===== src/common/eeprom_params.svh =====
`ifndef EEPROM_PARAMS_SVH
`define EEPROM_PARAMS_SVH

// 2 KB part, bits 10:8 travel in the control byte
`define EE_ADDR_W 11

`define EE_DATA_W 8

// device type code of serial EEPROMs
`define EE_DEV_CODE 4'b1010

// CLK cycles per quarter of one SCL bit
// four quarters make one bit
`define EE_QTR_CYC 4

`endif


===== src/common/ee_bus_pkg.sv =====
`include "eeprom_params.svh"

package ee_bus_pkg;

    // a byte on the wire, plain or as control byte
    typedef union packed {
        logic [`EE_DATA_W-1:0] raw;
        struct packed {
            logic [3:0] dev;    // device type
            logic [2:0] block;  // address bits 10:8
            logic       rw;     // 1 for read
        } ctrl;
    } ee_byte_u;

    // byte level jobs for the shifter
    typedef enum logic [1:0] {
        BIT_START = 2'd0,   // repeated start too
        BIT_WRITE = 2'd1,
        BIT_READ  = 2'd2,
        BIT_STOP  = 2'd3
    } ee_bit_op_e;

endpackage


===== src/common/ee_host_pkg.sv =====
`include "eeprom_params.svh"

package ee_host_pkg;

    // byte address inside the whole array
    typedef logic [`EE_ADDR_W-1:0] ee_addr_t;

    typedef enum logic {
        HOST_WRITE = 1'b0,
        HOST_READ  = 1'b1
    } ee_host_op_e;

endpackage


===== src/hw/eeprom_ctrl_top.sv =====
`timescale 1ns/100ps
`include "eeprom_params.svh"

module eeprom_ctrl_top (
    input  logic                      CLK,
    input  logic                      RESET,
    input  logic                      req,
    input  ee_host_pkg::ee_host_op_e  op,
    input  ee_host_pkg::ee_addr_t     addr,
    input  logic [`EE_DATA_W-1:0]     wdata,
    output logic                      ack,
    output logic [`EE_DATA_W-1:0]     rdata,
    output logic                      err,
    output logic                      scl,
    output logic                      sda_pull_low,
    input  logic                      sda_in
);
    import ee_host_pkg::*;
    import ee_bus_pkg::*;

    logic                  xfer_go;
    ee_host_op_e           xfer_op;
    ee_addr_t              xfer_addr;
    logic [`EE_DATA_W-1:0] xfer_wdata;
    logic                  xfer_done;
    logic [`EE_DATA_W-1:0] xfer_rdata;
    logic                  xfer_nack;
    logic                  bit_go;
    ee_bit_op_e            bit_op;
    ee_byte_u              tx_byte;
    logic                  master_nack;
    logic                  bit_done;
    logic [`EE_DATA_W-1:0] rx_byte;
    logic                  slave_nack;

    host_req_port u_host (.CLK, .RESET, .req, .op, .addr, .wdata, .xfer_done, .xfer_rdata,
        .xfer_nack, .ack, .rdata, .err, .xfer_go, .xfer_op, .xfer_addr, .xfer_wdata);

    serial_master u_master (.CLK, .RESET, .xfer_go, .xfer_op, .xfer_addr, .xfer_wdata,
        .bit_done, .rx_byte, .slave_nack, .xfer_done, .xfer_rdata, .xfer_nack, .bit_go,
        .bit_op, .tx_byte, .master_nack);

    bit_shifter u_shifter (.CLK, .RESET, .bit_go, .bit_op, .tx_byte, .master_nack, .sda_in,
        .bit_done, .rx_byte, .slave_nack, .scl, .sda_pull_low);

endmodule


===== src/hw/host_req_port.sv =====
`timescale 1ns/100ps
`include "eeprom_params.svh"

module host_req_port (
    input  logic                      CLK,
    input  logic                      RESET,
    input  logic                      req,
    input  ee_host_pkg::ee_host_op_e  op,
    input  ee_host_pkg::ee_addr_t     addr,
    input  logic [`EE_DATA_W-1:0]     wdata,
    input  logic                      xfer_done,
    input  logic [`EE_DATA_W-1:0]     xfer_rdata,
    input  logic                      xfer_nack,
    output logic                      ack,
    output logic [`EE_DATA_W-1:0]     rdata,
    output logic                      err,
    output logic                      xfer_go,
    output ee_host_pkg::ee_host_op_e  xfer_op,
    output ee_host_pkg::ee_addr_t     xfer_addr,
    output logic [`EE_DATA_W-1:0]     xfer_wdata
);
    localparam logic [1:0] H_IDLE = 2'd0;
    localparam logic [1:0] H_BUSY = 2'd1;
    localparam logic [1:0] H_ACK  = 2'd2;

    logic [1:0] state;

    always_ff @(posedge CLK)
    begin
        if (RESET)
        begin
            state   <= H_IDLE;
            ack     <= 1'b0;
            rdata   <= '0;
            err     <= 1'b0;
            xfer_go <= 1'b0;
        end
        else
        begin
            xfer_go <= 1'b0;
            case (state)
                H_IDLE:
                    if (req)
                    begin
                        xfer_go <= 1'b1;
                        state   <= H_BUSY;
                    end
                H_BUSY:
                    if (xfer_done)
                    begin
                        ack   <= 1'b1;
                        rdata <= xfer_rdata;    // held until next transfer ends
                        err   <= xfer_nack;
                        state <= H_ACK;
                    end
                default:
                    if (!req)   // host done with result
                    begin
                        ack   <= 1'b0;
                        state <= H_IDLE;
                    end
            endcase
        end
    end

    // request latched as the transfer starts
    always_ff @(posedge CLK)
    begin
        if (state == H_IDLE && req)
        begin
            xfer_op    <= op;
            xfer_addr  <= addr;
            xfer_wdata <= wdata;
        end
    end

    a_ack_with_req: assert property (@(posedge CLK) disable iff (RESET) $rose(ack) |-> req);

endmodule


===== src/serial_master/bit_shifter.sv =====
`timescale 1ns/100ps
`include "eeprom_params.svh"

module bit_shifter (
    input  logic                    CLK,
    input  logic                    RESET,
    input  logic                    bit_go,
    input  ee_bus_pkg::ee_bit_op_e  bit_op,
    input  ee_bus_pkg::ee_byte_u    tx_byte,
    input  logic                    master_nack,
    input  logic                    sda_in,
    output logic                    bit_done,
    output logic [`EE_DATA_W-1:0]   rx_byte,
    output logic                    slave_nack,
    output logic                    scl,
    output logic                    sda_pull_low
);
    import ee_bus_pkg::*;

    localparam int QW = $clog2(`EE_QTR_CYC + 1);

    localparam logic [2:0] B_IDLE  = 3'd0;
    localparam logic [2:0] B_START = 3'd1;
    localparam logic [2:0] B_STOP  = 3'd2;
    localparam logic [2:0] B_WRITE = 3'd3;
    localparam logic [2:0] B_READ  = 3'd4;

    logic [2:0]    state;
    logic [QW-1:0] qcnt;
    logic [1:0]    q;       // quarter within the bit
    logic [3:0]    bcnt;    // 8 is the ack bit
    logic          q_end;
    ee_byte_u      shreg;
    logic          mnack_q;

    assign q_end   = (state != B_IDLE) && (qcnt == QW'(`EE_QTR_CYC - 1));
    assign rx_byte = shreg.raw;

    always_ff @(posedge CLK)
    begin
        if (RESET)
        begin
            state    <= B_IDLE;
            qcnt     <= '0;
            q        <= 2'd0;
            bcnt     <= 4'd0;
            bit_done <= 1'b0;
        end
        else
        begin
            bit_done <= 1'b0;
            if (state == B_IDLE)
            begin
                qcnt <= '0;
                q    <= 2'd0;
                bcnt <= 4'd0;
                if (bit_go)
                    case (bit_op)
                        BIT_START: state <= B_START;
                        BIT_STOP:  state <= B_STOP;
                        BIT_WRITE: state <= B_WRITE;
                        default:   state <= B_READ;
                    endcase
            end
            else if (q_end)
            begin
                qcnt <= '0;
                q    <= q + 2'd1;
                if (q == 2'd3)
                begin
                    if (state == B_START || state == B_STOP || bcnt[3])
                    begin
                        state    <= B_IDLE;
                        bit_done <= 1'b1;
                    end
                    else
                        bcnt <= bcnt + 4'd1;
                end
            end
            else
                qcnt <= qcnt + QW'(1);
        end
    end

    // sample point is the start of the third quarter
    always_ff @(posedge CLK)
    begin
        if (state == B_IDLE && bit_go)
        begin
            shreg   <= tx_byte;
            mnack_q <= master_nack;
        end
        else if (q_end && !bcnt[3])
        begin
            if (state == B_READ && q == 2'd1)
                shreg.raw <= {shreg.raw[`EE_DATA_W-2:0], sda_in};
            if (state == B_WRITE && q == 2'd3)
                shreg.raw <= {shreg.raw[`EE_DATA_W-2:0], 1'b0};
        end
        if (state == B_WRITE && bcnt[3] && q == 2'd1 && q_end)
            slave_nack <= sda_in;
    end

    always_comb
    begin
        scl          = 1'b1;    // idle bus
        sda_pull_low = 1'b0;
        case (state)
            B_START:
            begin
                scl          = q[0] ^ q[1];
                sda_pull_low = q[1];    // falls while scl high
            end
            B_STOP:
            begin
                scl          = (q != 2'd0);
                sda_pull_low = !q[1];   // released while scl high
            end
            B_WRITE:
            begin
                scl          = q[0] ^ q[1];
                sda_pull_low = !bcnt[3] && !shreg.raw[`EE_DATA_W-1];
            end
            B_READ:
            begin
                scl          = q[0] ^ q[1];
                sda_pull_low = bcnt[3] && !mnack_q;
            end
            default: ;
        endcase
    end

    a_go_when_idle: assert property (@(posedge CLK) disable iff (RESET) bit_go |-> state == B_IDLE);

endmodule


===== src/serial_master/serial_master.sv =====
`timescale 1ns/100ps
`include "eeprom_params.svh"

module serial_master (
    input  logic                      CLK,
    input  logic                      RESET,
    input  logic                      xfer_go,
    input  ee_host_pkg::ee_host_op_e  xfer_op,
    input  ee_host_pkg::ee_addr_t     xfer_addr,
    input  logic [`EE_DATA_W-1:0]     xfer_wdata,
    input  logic                      bit_done,
    input  logic [`EE_DATA_W-1:0]     rx_byte,
    input  logic                      slave_nack,
    output logic                      xfer_done,
    output logic [`EE_DATA_W-1:0]     xfer_rdata,
    output logic                      xfer_nack,
    output logic                      bit_go,
    output ee_bus_pkg::ee_bit_op_e    bit_op,
    output ee_bus_pkg::ee_byte_u      tx_byte,
    output logic                      master_nack
);
    import ee_host_pkg::*;
    import ee_bus_pkg::*;

    localparam logic [3:0] P_IDLE   = 4'd0;
    localparam logic [3:0] P_START  = 4'd1;
    localparam logic [3:0] P_CTRL_W = 4'd2;
    localparam logic [3:0] P_ADDR   = 4'd3;
    localparam logic [3:0] P_DATA   = 4'd4;
    localparam logic [3:0] P_RSTART = 4'd5;
    localparam logic [3:0] P_CTRL_R = 4'd6;
    localparam logic [3:0] P_READ   = 4'd7;
    localparam logic [3:0] P_STOP   = 4'd8;

    logic [3:0]            phase;
    logic [3:0]            nxt_phase;
    ee_bit_op_e            nxt_op;
    ee_byte_u              nxt_byte;
    logic                  nxt_mnack;
    logic                  wr_phase;
    logic                  nack_seen;
    ee_host_op_e           op_q;
    ee_addr_t              addr_q;
    logic [`EE_DATA_W-1:0] wdata_q;

    // what follows the phase that just finished
    always_comb
    begin
        wr_phase = (phase == P_CTRL_W) || (phase == P_ADDR) ||
                   (phase == P_DATA) || (phase == P_CTRL_R);
        nxt_phase    = P_STOP;
        nxt_op       = BIT_STOP;
        nxt_byte.raw = '0;
        nxt_mnack    = 1'b0;
        case (phase)
            P_START, P_RSTART:
            begin
                nxt_phase           = (phase == P_START) ? P_CTRL_W : P_CTRL_R;
                nxt_op              = BIT_WRITE;
                nxt_byte.ctrl.dev   = `EE_DEV_CODE;
                nxt_byte.ctrl.block = addr_q[`EE_ADDR_W-1:8];
                nxt_byte.ctrl.rw    = (phase == P_RSTART);
            end
            P_CTRL_W:
            begin
                nxt_phase    = P_ADDR;
                nxt_op       = BIT_WRITE;
                nxt_byte.raw = addr_q[7:0];
            end
            P_ADDR:
                if (op_q == HOST_WRITE)
                begin
                    nxt_phase    = P_DATA;
                    nxt_op       = BIT_WRITE;
                    nxt_byte.raw = wdata_q;
                end
                else
                begin
                    nxt_phase = P_RSTART;
                    nxt_op    = BIT_START;
                end
            P_CTRL_R:
            begin
                nxt_phase = P_READ;
                nxt_op    = BIT_READ;
                nxt_mnack = 1'b1;   // only byte, so no ack
            end
            default: ;  // data or read byte done
        endcase
        if (wr_phase && slave_nack) // abort on any refused byte
        begin
            nxt_phase = P_STOP;
            nxt_op    = BIT_STOP;
        end
    end

    always_ff @(posedge CLK)
    begin
        if (RESET)
        begin
            phase      <= P_IDLE;
            bit_go     <= 1'b0;
            xfer_done  <= 1'b0;
            xfer_nack  <= 1'b0;
            xfer_rdata <= '0;
            nack_seen  <= 1'b0;
        end
        else
        begin
            bit_go    <= 1'b0;
            xfer_done <= 1'b0;
            if (phase == P_IDLE)
            begin
                if (xfer_go)
                begin
                    bit_go    <= 1'b1;
                    phase     <= P_START;
                    nack_seen <= 1'b0;
                end
            end
            else if (bit_done)
            begin
                if (phase == P_READ)
                    xfer_rdata <= rx_byte;
                if (phase == P_STOP)
                begin
                    xfer_done <= 1'b1;
                    xfer_nack <= nack_seen;
                    phase     <= P_IDLE;
                end
                else
                begin
                    bit_go <= 1'b1;
                    phase  <= nxt_phase;
                    if (wr_phase && slave_nack)
                        nack_seen <= 1'b1;
                end
            end
        end
    end

    always_ff @(posedge CLK)
    begin
        if (phase == P_IDLE && xfer_go)
        begin
            op_q    <= xfer_op;
            addr_q  <= xfer_addr;
            wdata_q <= xfer_wdata;
            bit_op  <= BIT_START;
        end
        else if (bit_done)
        begin
            bit_op      <= nxt_op;
            tx_byte     <= nxt_byte;
            master_nack <= nxt_mnack;
        end
    end

    a_one_xfer: assert property (@(posedge CLK) disable iff (RESET) xfer_go |-> phase == P_IDLE);

endmodule


===== config.mk =====
export PLATFORM = sky130hd
export DESIGN_NAME = eeprom_ctrl_top
export DESIGN_NICKNAME = d
export VERILOG_FILES = /design/src/common/ee_bus_pkg.sv /design/src/common/ee_host_pkg.sv /design/src/hw/eeprom_ctrl_top.sv /design/src/hw/host_req_port.sv /design/src/serial_master/bit_shifter.sv /design/src/serial_master/serial_master.sv
export VERILOG_INCLUDE_DIRS = /design/src /design/src/common
export SDC_FILE = /design/constraint.sdc
export NUM_CORES = 1
export LEC_CHECK = 0
export ABC_AREA = 1
export BUFFER_PORTS_ARGS = -buffer_cell sky130_fd_sc_hd__buf_2
export CELL_PAD_IN_SITES_DETAIL_PLACEMENT = 0
export CELL_PAD_IN_SITES_GLOBAL_PLACEMENT = 1
export CORE_ASPECT_RATIO = 0.8
export CORE_MARGIN = 2
export CORE_UTILIZATION = 46
export CTS_CLUSTER_SIZE = 24
export DETAILED_ROUTE_END_ITERATION = 16
export PLACE_DENSITY = 0.9
export SETUP_SLACK_MARGIN = 0.1
export SYNTH_ARGS = -nofsm -noshare
export SYNTH_HDL_FRONTEND = slang
export SYNTH_SLANG_ARGS = --single-unit

===== constraint.sdc =====
create_clock -name CLK -period 2.2 [get_ports CLK]
set_input_delay 0.22 -clock CLK [delete_from_list [all_inputs] [get_ports CLK]]
set_output_delay 0.22 -clock CLK [all_outputs]
set_load 0.05 [all_outputs]

Yosys cells after proc, flatten, opt, wreduce, memory -nomap -nowiden
Cells that the tools add are included.
{ "op_classes": {"reduce_logical": 54, "n_bitwise": 8, "eq_ne": 25, "add_sub_neg": 3, "mux": 45} }
{ "op_table": {"columns": ["operator", "count"], "rows": [
  ["two-way mux 8 bit", 5],
  ["case mux 8 bit (3 select lines)", 1],
  ["two-way mux 4 bit", 5],
  ["two-way mux 3 bit", 6],
  ["two-way mux 1 bit", 17],
  ["== test 4 x 3 -> 1 bit, second input constant", 4],
  ["case mux 4 bit (4 select lines)", 1],
  ["AND reduction 3 bit", 5],
  ["nonzero test 2 bit", 7],
  ["logical AND 1 bit", 13],
  ["OR reduction 3 bit", 4],
  ["== test 3 x 2 -> 1 bit, second input constant", 3],
  ["case mux 3 bit (3 select lines)", 1],
  ["== test 4 x 2 -> 1 bit, second input constant", 2],
  ["two-way mux 2 bit", 4],
  ["AND reduction 2 bit", 4],
  ["AND reduction 4 bit", 2],
  ["NOT 1 bit", 7],
  ["== test 2 x 1 -> 1 bit, second input constant", 3],
  ["inequality test 2 x 1 -> 1 bit, second input constant", 3],
  ["inequality test 2 bit, second input constant", 3],
  ["case mux 2 bit (3 select lines)", 1],
  ["nonzero test 3 bit", 2],
  ["OR reduction 2 bit", 3],
  ["19 further kinds", 29]
]} }
{ "word_totals": {"regBits": 103, "word_cells": 163, "in_bits": 24, "out_inout_bits": 12} }

Longest topological paths before layout
Gate-level depths: netlist of run 1.
{ "logic_depth": {"word_depth": 9, "depth_mapped": 8, "depth_no_buf": 8} }

By module
A second synthesis of run 1 with hierarchy kept.
{ "hier_totals": {"cells_unflattened": 417, "hier_area_um2": 4147.7} }
{ "modules_own_cells": {"columns": ["mod", "n_inst", "cells_each", "area_per_inst_um2", "seq_area_each_um2"], "rows": [
  ["serial_master", 1, 175, 1846.8, 1231.2],
  ["bit_shifter", 1, 145, 1176.1, 560.5],
  ["host_req_port", 1, 97, 1124.8, 860.8]
]} }

Worst setup path before layout of run 1
Ideal clock, no wire load.
{ "synth_path": {"path_type": "reg-to-output", "from": "register u_shifter.state[1]", "to": "output port sda_pull_low", "setup_slack_ps": -432, "n_path_buf": 0, "arrival_ps": 2412, "path_stages_with_launch": 4, "required_ps": 1980, "path_cell_list": "dfxtp_1 -> inv_2 -> nand3_1 -> o311ai_0"} }
{ "synth_via": {"elab_chain_len": 2, "elab_cells_between_ends": 5, "cone_classes": "eq/ne: 4; mux: 1"} }
{ "synth_lines": {"columns": ["element", "line_no", "rtl"], "rows": [
  ["start: declaration", "bit_shifter.sv:28", "logic [2:0] state;"],
  ["start signal: assignment", "bit_shifter.sv:43", "state <= B_IDLE;"],
  ["start signal: assignment", "bit_shifter.sv:59", "BIT_START: state <= B_START;"],
  ["start signal: assignment", "bit_shifter.sv:60", "BIT_STOP: state <= B_STOP;"],
  ["== test 3 bit, or another cell as far along", "bit_shifter.sv:108", "case (state)"],
  ["case mux 1 bit (4 select lines) *", "bit_shifter.sv:108", null],
  ["end: declaration", "eeprom_ctrl_top.sv:15", "output logic sda_pull_low,"]
]} }
Mark *: on every way between the ends. The rest lies on a longest branch, timed or not.

Worst setup path after layout of run 1
{ "layout_path": {"from": "register u_shifter.state[0]", "to": "output port sda_pull_low"} }
Same word-level chain as after synthesis.

==> results of run 1 <==
==> cell usage in the layout (no fill, tap or decap), types with 3 or more instances in the layout <==
cell | synthesis | routed
buf_2 | 2 | 35
buf_4 | 1 | 4
nand2_1 | 86 | 86
nand3_1 | 22 | 22
dlygate4sd3_1 | 0 | 18
nor2_4 | 4 | 4
inv_6 | 0 | 3
clkbuf_8 | 0 | 9
nor2_1 | 45 | 45
nand4_1 | 6 | 6
ha_1 | 6 | 6
inv_1 | 37 | 37
a21oi_1 | 23 | 23
inv_2 | 6 | 6
edfxtp_1 | 59 | 59
o21ai_0 | 26 | 26
nand3_2 | 3 | 3
dfxtp_1 | 44 | 44
==> cell families after synthesis <==
kind of cell,after synthesis,share of synthesized area [%]
xor+xnor,1,0.2157
fa+ha+maj,6,1.848
compound gates,57,7.733
flops,103,65.31
simple gates,176,20.02
buf+inv,51,4.868
==> through the flow <==
step,worst slack (ns),std cells
finish,0.3532,571
global route,0.1778,571
CTS,0.3220,569
detailed placement,0.5791,537
global placement,0.6333,537
floorplan,0.1638,394
==> repair_timing <==
action,CTS,global route
hold endpoints to repair,16,2
endpoints found under the setup margin,0,0
hold buffers,16,2
==> metal layers <==
layer | up-vias | GRT usage [%]
met1 | 1194 | 20.65
met4 | 0 | 5.012
met5 | - | 0
met2 | 61 | 27.16
li1 | 1434 | -
met3 | 9 | 5.729
==> power breakdown <==
part	switching, mW	internal, mW	total (mW)
logic	0.154	0.0896	0.243
clock network	0.689	0.436	1.13
registers	0.0233	2.10	2.12
==> critical path: stages (launching register included) <==
cell,delay [ns]
dfxtp_1,0.43
nand2_1,0.16
nor2_1,0.20
nand2_1,0.07
o311ai_1,0.09
buf_2,0.32
==> how the worst max path moves through the flow <==
stage	slack, ns	cells after the start	end	start
after global routing	0.18	4	sda_pull_low	u_shifter.state[1]
after global placement	0.63	6	u_shifter.rx_byte[4]	u_shifter.state[0]
after detailed placement	0.58	7	u_shifter.rx_byte[4]	u_shifter.state[2]
final	0.35	5	sda_pull_low	u_shifter.state[0]
after floorplan	0.16	3	sda_pull_low	u_shifter.state[1]
after CTS	0.32	4	sda_pull_low	u_shifter.state[1]
==> area by class of cell <==
cell class              instances  area, um2
well taps                     112      140.1
repair buffers                 57      385.4
fillers                       718       3782
clock inverters                 7      63.81
flip-flops and latches        103       2653
clock buffers                   9      123.9
inverters                      43      161.4
multi-input cells             240       1211
==> registers in the layout (all words and copies together) (netlist names), 3 cells and up <==
register	cells
u_host.xfer_addr	11
u_master.addr_q	11
u_host.rdata	8
u_host.xfer_wdata	8
u_master.tx_byte	8
u_master.wdata_q	8
u_master.xfer_rdata	8
u_shifter.rx_byte	8
u_master.phase	4
u_shifter.bcnt	4
u_shifter.qcnt	3
u_shifter.state	3
==> reports/qor.csv, run 1 <==
metric,value,unit
reg2reg path depth,6,
Pins Over Slew Limit,0,
synth warn,0,
worst-path fanout max,4,
FF-to-FF setup slack,0.55,ns
Max clock buf depth,2,
Lkg Pwr,1.901,nW
main area contributors after synthesis,"edfxtp_1, dfxtp_1, nand2_1",
Cell Rows,30,
Die Span Y,88.05,um
"CTS clk-pin slew, worst paths",0.11,ns
#FFs+latches synth,103,
Synth Instances,394,
kind of end point of the critical path,output pin,
WP data arrival,1.63,ns
hold path depth,1,
DRC,0,
final WL,7.172,mm
syn_area_per_cell,10.31,um2
WP data required,1.98,ns
total power,3.492,mW
top sig layer,met4,
vias in the first global route,2583,
FF-to-FF End,u_shifter.rx_byte[0],
ys flop type,edfxtp_1,
Peak VDD IR,0.0004519,V
Fmax achieved,541.5,MHz
number of enable flip-flop cells after synthesis,59,
drt first pass iters,4,
hold_ws,0.02663,ns
CP Launch Type,flop,
WL met3,356,um
GRT Overall Usage,16.49,%
Post-Syn Nets,424,
antenna violations before repair,0,
M1 wire length,3.382,mm
DR iter-0 viols,148,
hpwl dp,4.982,mm
die width,109.1,um
layout cells sized above 1,16.56,%
most common cell in the synthesized netlist,nand2_1,
Worst slew margin,59.58,%
Pwr Density,737.0,mW/mm2
post-synth cell types,31,
Resized Gates After CTS,0,
RSZ-0062 raised after global routing,false,
clk root buf,clkbuf_8,
Post-Syn Area,0.004061,mm2
htree depth,3,
first-pass GRT wire length,11.90,mm
core area,0.008521,mm2
Sum Neg Setup Slack,0,ns
Commonest cells post-synth,"nand2_1, edfxtp_1, nor2_1",
Max Cap Violations,0,
Area after DPL,0.004370,mm2
total global routing overflow,0,
Via density,4.725,
period utilization,83.95,%
critical path class,reg2out,
R2R Path Start,u_shifter.state[0],
post-synthesis sequential area ratio,65.31,%
hold crit path type,in2reg,
routability cong.,0.8289,
Antenna diodes,0,
Final Core Density,55.61,%
cts bufs inserted,9,
"Net count, final",484,
Met2 Routed Length,3.387,mm
Synth top area share,43.62,%
Finish-stage setup viols,0,
largest net degree at the start of global routing,22,
Hold EP,u_host.xfer_addr[3],
Synth async-reset ratio,0,%
CTS tree,done,
area delta synth->final,16.67,%
Initial Util,47.67,%
final hold vios,0,
Clock Skews,0.01132,ns
DR WL/cell,12.56,um
worst slew pin tran,0.6045,ns
IO buf count,35,
Post-CTS Setup Inserts,0,
Die ar.,0.009602,mm2
Vias,2698,
clock sinks,103,
IO Pins,36,
later-pin clock latency in the skew report,0.37,ns
Synth area leader,edfxtp_1,
post-route cell area,0.004738,mm2
fin crit period,1.847,ns
Post-DRT Antenna Nets,0,
hold path startpoint,addr[3],
status,finished clean,
No activity file was read; power rests on OpenSTA's default activity.
==> run 2, diff against run 1 <==
--- a/config.mk
+++ b/config.mk
@@ -6,16 +6,16 @@
 export SDC_FILE = /design/constraint.sdc
 export NUM_CORES = 1
 export LEC_CHECK = 0
-export ABC_AREA = 1
+export ABC_AREA = 0
 export BUFFER_PORTS_ARGS = -buffer_cell sky130_fd_sc_hd__buf_2
 export CELL_PAD_IN_SITES_DETAIL_PLACEMENT = 0
 export CELL_PAD_IN_SITES_GLOBAL_PLACEMENT = 1
 export CORE_ASPECT_RATIO = 0.8
 export CORE_MARGIN = 2
-export CORE_UTILIZATION = 46
+export CORE_UTILIZATION = 48
 export CTS_CLUSTER_SIZE = 24
 export DETAILED_ROUTE_END_ITERATION = 16
-export PLACE_DENSITY = 0.9
+export PLACE_DENSITY = 0.91
 export SETUP_SLACK_MARGIN = 0.1
 export SYNTH_ARGS = -nofsm -noshare
 export SYNTH_HDL_FRONTEND = slang
==> constraint.sdc (replaced) <==
create_clock -name CLK -period 1.8 [get_ports CLK]
set_input_delay 0.18 -clock CLK [delete_from_list [all_inputs] [get_ports CLK]]
set_output_delay 0.18 -clock CLK [all_outputs]
set_load 0.05 [all_outputs]
==> run 2 against run 1 <==
Net effect:
- sequential power is 22% higher
- critical path depth stayed put
- combinational power is 2% lower
- critical endpoint is now scl
- largest cell class unchanged
- sequential cell count stayed put
- setup slack worse by 0.32 ns
==> reports/qor.csv, run 2 <==
metric,value,unit
period utilization,98.21,%
Lkg Pwr,1.920,nW
Psw,991.6,uW
CTS tree,done,
first-pass GRT wire length,11.90,mm
Cell Rows,30,
DP Worst Slack,-0.006714,ns
share of power burned in registers,61.5,%
#FFs+latches synth,103,
cts bufs inserted,9,
biggest regs,"u_host.xfer_addr x11, u_master.addr_q x11",
Max clock buf depth,2,
area delta synth->final,21.68,%
R2R Path Start,u_shifter.qcnt[0],
drt first pass iters,4,
ys flop type,edfxtp_1,
Vias,2671,
Die Span Y,86.93,um
Compound-Gate Fraction of Synth Area,11.58,%
IO Pins,36,
largest net degree at the start of global routing,22,
internal power,3.219,mW
DR WL/cell,13.97,um
mux share of post-synthesis cell area,5.094,%
simple-gate share of the synthesized area,12.77,%
RSZ-0062 raised after global routing,true,
Initial Util,49.08,%
setup ws final,0.03230,ns
status,finished clean,
Fmax achieved,565.7,MHz
post-synthesis xor/xnor area fraction,0.6367,%
Clock Skews,0.01358,ns
CP max stage cell,dfxtp_2,
Clock Power Share,32.8,%
Final Core Density,59.72,%
post-synthesis sequential area ratio,64.28,%
worst path buffer plus inverter count,2,
antenna violations before repair,0,
cells along the critical path,inv_2 > ha_4 > mux2_4 > o22a_1 > buf_6,
core area,0.008408,mm2
hold path depth,3,
most common cell in the synthesized netlist,edfxtp_1,
clock sinks,103,
worst slew pin tran,0.6131,ns
Max Cap Violations,0,
routability cong.,0.8231,
later-pin clock latency in the skew report,0.37,ns
Hold EP,u_host.state[1],
hold path startpoint,req,
WL met3,288,um
WP data required,1.62,ns
Synth area leader,edfxtp_1,
total global routing overflow,0,
layout cells sized above 1,27.16,%
vias in the first global route,2602,
largest family of logic cells by synthesized area,simple AND/OR/NAND/NOR gates,
Antenna diodes,0,
Pins Over Slew Limit,0,
M1 wire length,3.350,mm
top sig layer,met4,
Adder-Cell Fraction of Synth Area,1.819,%
Post-Syn Area,0.004126,mm2
Pwr Density,838.6,mW/mm2
WP data arrival,1.59,ns
DR iter-0 viols,154,
synth warn,0,
Post-Syn Nets,357,
IO buf count,35,
reg2reg path depth,6,
hold crit path type,in2reg,
fin crit period,1.768,ns
"commonest non-fill, non-tap cell in the layout",edfxtp_1,
Via density,5.166,
Synth Instances,327,
syn_area_per_cell,12.62,um2
Post-DRT Antenna Nets,0,
critical path class,reg2out,
clk root buf,clkbuf_8,
final hold vios,0,
Die ar.,0.009359,mm2
"commonest cells after routing, fill and taps aside","edfxtp_1, dfxtp_1, buf_2, nor2_1, nand2_1",
DRC,0,
Met2 Routed Length,3.497,mm
"Net count, final",430,
GRT Overall Usage,16.67,%
CP Launch Type,flop,
die width,107.7,um
htree depth,3,
"CTS clk-pin slew, worst paths",0.10,ns
Peak VDD IR,0.0006853,V
Commonest cells post-synth,"edfxtp_1, dfxtp_1, nor2_1",
Sum Neg Setup Slack,0,ns
total power,4.211,mW
FF-to-FF End,u_shifter.state[1],
Finish-stage setup viols,0,
post-synth cell types,62,
Comb pwr share,5.7,%
top cell family by delay on the critical path,flip-flops,
hold_ws,0.09671,ns
worst-path fanout max,2,
Worst slew margin,58.97,%
Max stage delay on crit path,0.36,ns
kind of end point of the critical path,output pin,
Switching Fraction,23.55,%
Synth top area share,42.94,%
FF-to-FF setup slack,0.18,ns
number of enable flip-flop cells after synthesis,59,
main area contributors after synthesis,"edfxtp_1, dfxtp_1, a21oi_1",
hpwl dp,4.720,mm
final WL,7.225,mm
Synth async-reset ratio,0,%
[run 2: cell count changes after synthesis, moves of 5 or more]
| cell | delta |
|---|---|
| nand3_1 | -19 |
| nand2_1 | -59 |
| nor2_1 | -13 |
| inv_2 | -5 |
| mux2_1 | +7 |
| mux2i_1 | +12 |
| buf_2 | +8 |
| o21ai_0 | -19 |
| inv_1 | -28 |
[run 2: kinds of logic after synthesis]
| group | Yosys count |
|---|---|
| simple gates | 97 |
| compound gates | 67 |
| buf+inv | 31 |
| fa+ha+maj | 6 |
| mux | 20 |
| flops | 103 |
| xor+xnor | 3 |
[run 2: worst max-delay path by stage]
stage,startpoint,to,slack [ns],depth (start not counted)
floorplan,u_shifter.state[0],u_shifter.rx_byte[0],0.13,5
detailed placement,u_shifter.state[0],u_shifter.rx_byte[4],-0.007,5
finish,u_shifter.q[1],scl,0.03,5
CTS,u_shifter.q[1],scl,-0.02,5
global placement,u_shifter.state[0],u_shifter.rx_byte[4],0.16,5
global route,u_shifter.q[1],scl,-0.03,5
[run 2: routing by layer]
metal,up-vias,global-route usage [%]
li1,1358,-
met1,1246,20.85
met2,55,28.07
met3,12,4.338
met4,0,6.294
met5,-,0
[run 2: stage by stage]
step           instances  area, um2
3_5_place_dp         473       4503
2_1_floorplan        327       4148
4_1_cts              514       4965
6_report             517       5021
5_1_grt              517       5021
3_3_place_gp         473       4503
[run 2: what timing repair did]
item,4_1_cts,5_1_grt
hold buffers,21,0
buffers inserted,4,2
endpoints found under the setup margin,10,40
pin swaps,2,3
hold endpoints to repair,21,0
resized for setup,15,13
gates cloned,0,1
[run 2: area by class of cell]
class | count | area [um2]
Clock buffer | 10 | 127.6
Timing Repair inverter | 1 | 7.507
Fill cell | 684 | 3387
Tap cell | 112 | 140.1
Inverter | 11 | 58.81
Multi-Input combinational cell | 193 | 1375
Clock inverter | 6 | 57.56
Timing Repair Buffer | 81 | 589.3
Sequential cell | 103 | 2665
[run 2: power groups by stage]
stage / logic, mW / clock network [mW] / registers (mW)
global route: 0.261 / 1.52 / 2.60
finish: 0.239 / 1.38 / 2.59
detailed placement: 0.193 / 0 / 2.65
global placement: 0.187 / 0 / 2.64
CTS: 0.230 / 1.42 / 2.59
floorplan: 0.132 / 0 / 2.63
[run 2: worst reg2reg max path: cells and delay by family (launching register included)]
| kind | cells | cell delay, ns |
|---|---|---|
| compound gates | 3 | 0.41 |
| simple gates | 1 | 0.39 |
| fa+ha+maj | 2 | 0.36 |
| flops | 1 | 0.34 |
==> run 3, diff against run 2 <==
--- a/config.mk
+++ b/config.mk
@@ -8,14 +8,12 @@
 export LEC_CHECK = 0
 export ABC_AREA = 0
 export BUFFER_PORTS_ARGS = -buffer_cell sky130_fd_sc_hd__buf_2
-export CELL_PAD_IN_SITES_DETAIL_PLACEMENT = 0
-export CELL_PAD_IN_SITES_GLOBAL_PLACEMENT = 1
 export CORE_ASPECT_RATIO = 0.8
 export CORE_MARGIN = 2
-export CORE_UTILIZATION = 48
+export CORE_UTILIZATION = 63
 export CTS_CLUSTER_SIZE = 24
 export DETAILED_ROUTE_END_ITERATION = 16
-export PLACE_DENSITY = 0.91
+export PLACE_DENSITY = 0.95
 export SETUP_SLACK_MARGIN = 0.1
 export SYNTH_ARGS = -nofsm -noshare
 export SYNTH_HDL_FRONTEND = slang
==> constraint.sdc (replaced) <==
create_clock -name CLK -period 2.2 [get_ports CLK]
set_input_delay 0.22 -clock CLK [delete_from_list [all_inputs] [get_ports CLK]]
set_output_delay 0.22 -clock CLK [all_outputs]
set_load 0.05 [all_outputs]
==> run 3 against run 2 <==
Net effect:
- die area shrank 23%
- largest power group unchanged
- core utilization grew 14 points
- sequential share of layout area grew 3.8 points
==> reports/qor.csv, run 3 (same netlist as run 2, synthesis figures left out) <==
metric,value,unit
status,finished clean,
area delta synth->final,13.22,%
period utilization,91.68,%
"commonest non-fill, non-tap cell in the layout",edfxtp_1,
worst slew pin tran,0.7226,ns
vias in the first global route,2429,
Post-CTS Setup Inserts,0,
"Net count, final",397,
Die ar.,0.007217,mm2
hold_ws,0.02519,ns
Sum Neg Setup Slack,0,ns
kind of end point of the critical path,output pin,
hpwl dp,4.645,mm
WP data arrival,1.80,ns
Filler Cells Inserted,420,
Worst slew margin,51.77,%
CTS tree,done,
"CTS clk-pin slew, worst paths",0.10,ns
layout cells sized above 1,20.97,%
drt first pass iters,7,
RSZ-0062 raised after global routing,false,
Pins Over Slew Limit,0,
IO buf count,35,
Fmax achieved,495.8,MHz
cts bufs inserted,9,
GRT Overall Usage,20.14,%
hold crit path type,in2reg,
Post-DRT Antenna Nets,0,
final WL,7.028,mm
WP data required,1.98,ns
Peak VDD IR,0.0006793,V
Initial Util,64.72,%
CP Launch Type,flop,
Max clock buf depth,2,
later-pin clock latency in the skew report,0.36,ns
Lkg Pwr,1.752,nW
largest net degree at the start of global routing,35,
worst-path fanout max,4,
die width,94.49,um
register area,0.002656,mm2
clk root buf,clkbuf_8,
fin crit period,2.017,ns
critical path class,reg2out,
final hold vios,0,
IO Pins,36,
Antenna diodes,0,
Clock Skews,0.009514,ns
routability cong.,0.8165,
Pwr Density,772.1,mW/mm2
Finish-stage setup viols,0,
biggest regs,"u_host.xfer_addr x11, u_master.addr_q x11",
Max Cap Violations,0,
total global routing overflow,0,
Die Span Y,76.39,um
area of the multi-input gates,0.001324,mm2
antenna violations before repair,0,
Via density,5.759,
core area,0.006376,mm2
htree depth,3,
Cell Rows,26,
DR iter-0 viols,195,
first-pass GRT wire length,11.14,mm
clock sinks,103,
"commonest cells after routing, fill and taps aside","edfxtp_1, dfxtp_1, buf_2, nor2_1, nand2_1",
DR WL/cell,15.41,um
Vias,2626,
DRC,0,
==> run 3: area by class of cell <==
type | count | area share (%)
repair buffers | 49 | 6.374
flip-flops and latches | 103 | 56.86
clock inverters | 7 | 2.357
well taps | 84 | 2.250
inverters | 11 | 1.178
clock buffers | 9 | 2.651
multi-input cells | 193 | 28.33
==> run 3: final timing paths <==
path	startpoint	to	slack [ns]	depth (start not counted)
max reg2reg	u_shifter.qcnt[0]	u_shifter.state[0]	0.28	6
min	addr[4]	u_host.xfer_addr[4]	0.03	1
min reg2reg	u_host.xfer_op	u_master.op_q	0.42	0
max	u_shifter.q[0]	scl	0.18	5
==> run 3: what timing repair did <==
| item | 4_1_cts | 5_1_grt |
|---|---|---|
| gates resized for setup | 0 | 3 |
| hold buffers | 0 | 7 |
| endpoints found under the hold margin | 0 | 7 |
| setup endpoints to repair | 0 | 2 |
==> run 3: worst max-delay path: stages (launching register included) <==
cell	delay (ns)
dfxtp_2	0.38
inv_1	0.05
ha_1	0.33
mux2_2	0.28
o22a_1	0.18
buf_2	0.21
==> run 3: power breakdown <==
part / internal [mW] / leakage [nW] / switching, mW
clock: 0.668 / 0.116 / 0.659
combinational: 0.0657 / 0.730 / 0.0884
sequential: 2.10 / 0.906 / 0.0274
==> run 3: per-stage QoR <==
stage | std cells | utilization [%] | power [mW] | cell area [um2] | worst slack (ns)
floorplan | 327 | - | 2.262 | 4134 | 0.2892
global placement | 433 | 68.45 | 2.302 | 4364 | 0.4250
detailed placement | 433 | 68.45 | 2.313 | 4364 | 0.3282
CTS | 449 | 72.12 | 3.612 | 4598 | 0.1075
global route | 456 | 73.27 | 3.719 | 4672 | 0.1109
finish | 456 | 73.27 | 3.607 | 4672 | 0.1831
==> run 3: routing by layer <==
layer	vias up	track usage (%)	routed length [um]
met1	1235	25.53	2942
met5	-	0	0
met4	0	5.362	60
met3	9	7.517	429
li1	1279	-	-
met2	103	32.79	3596
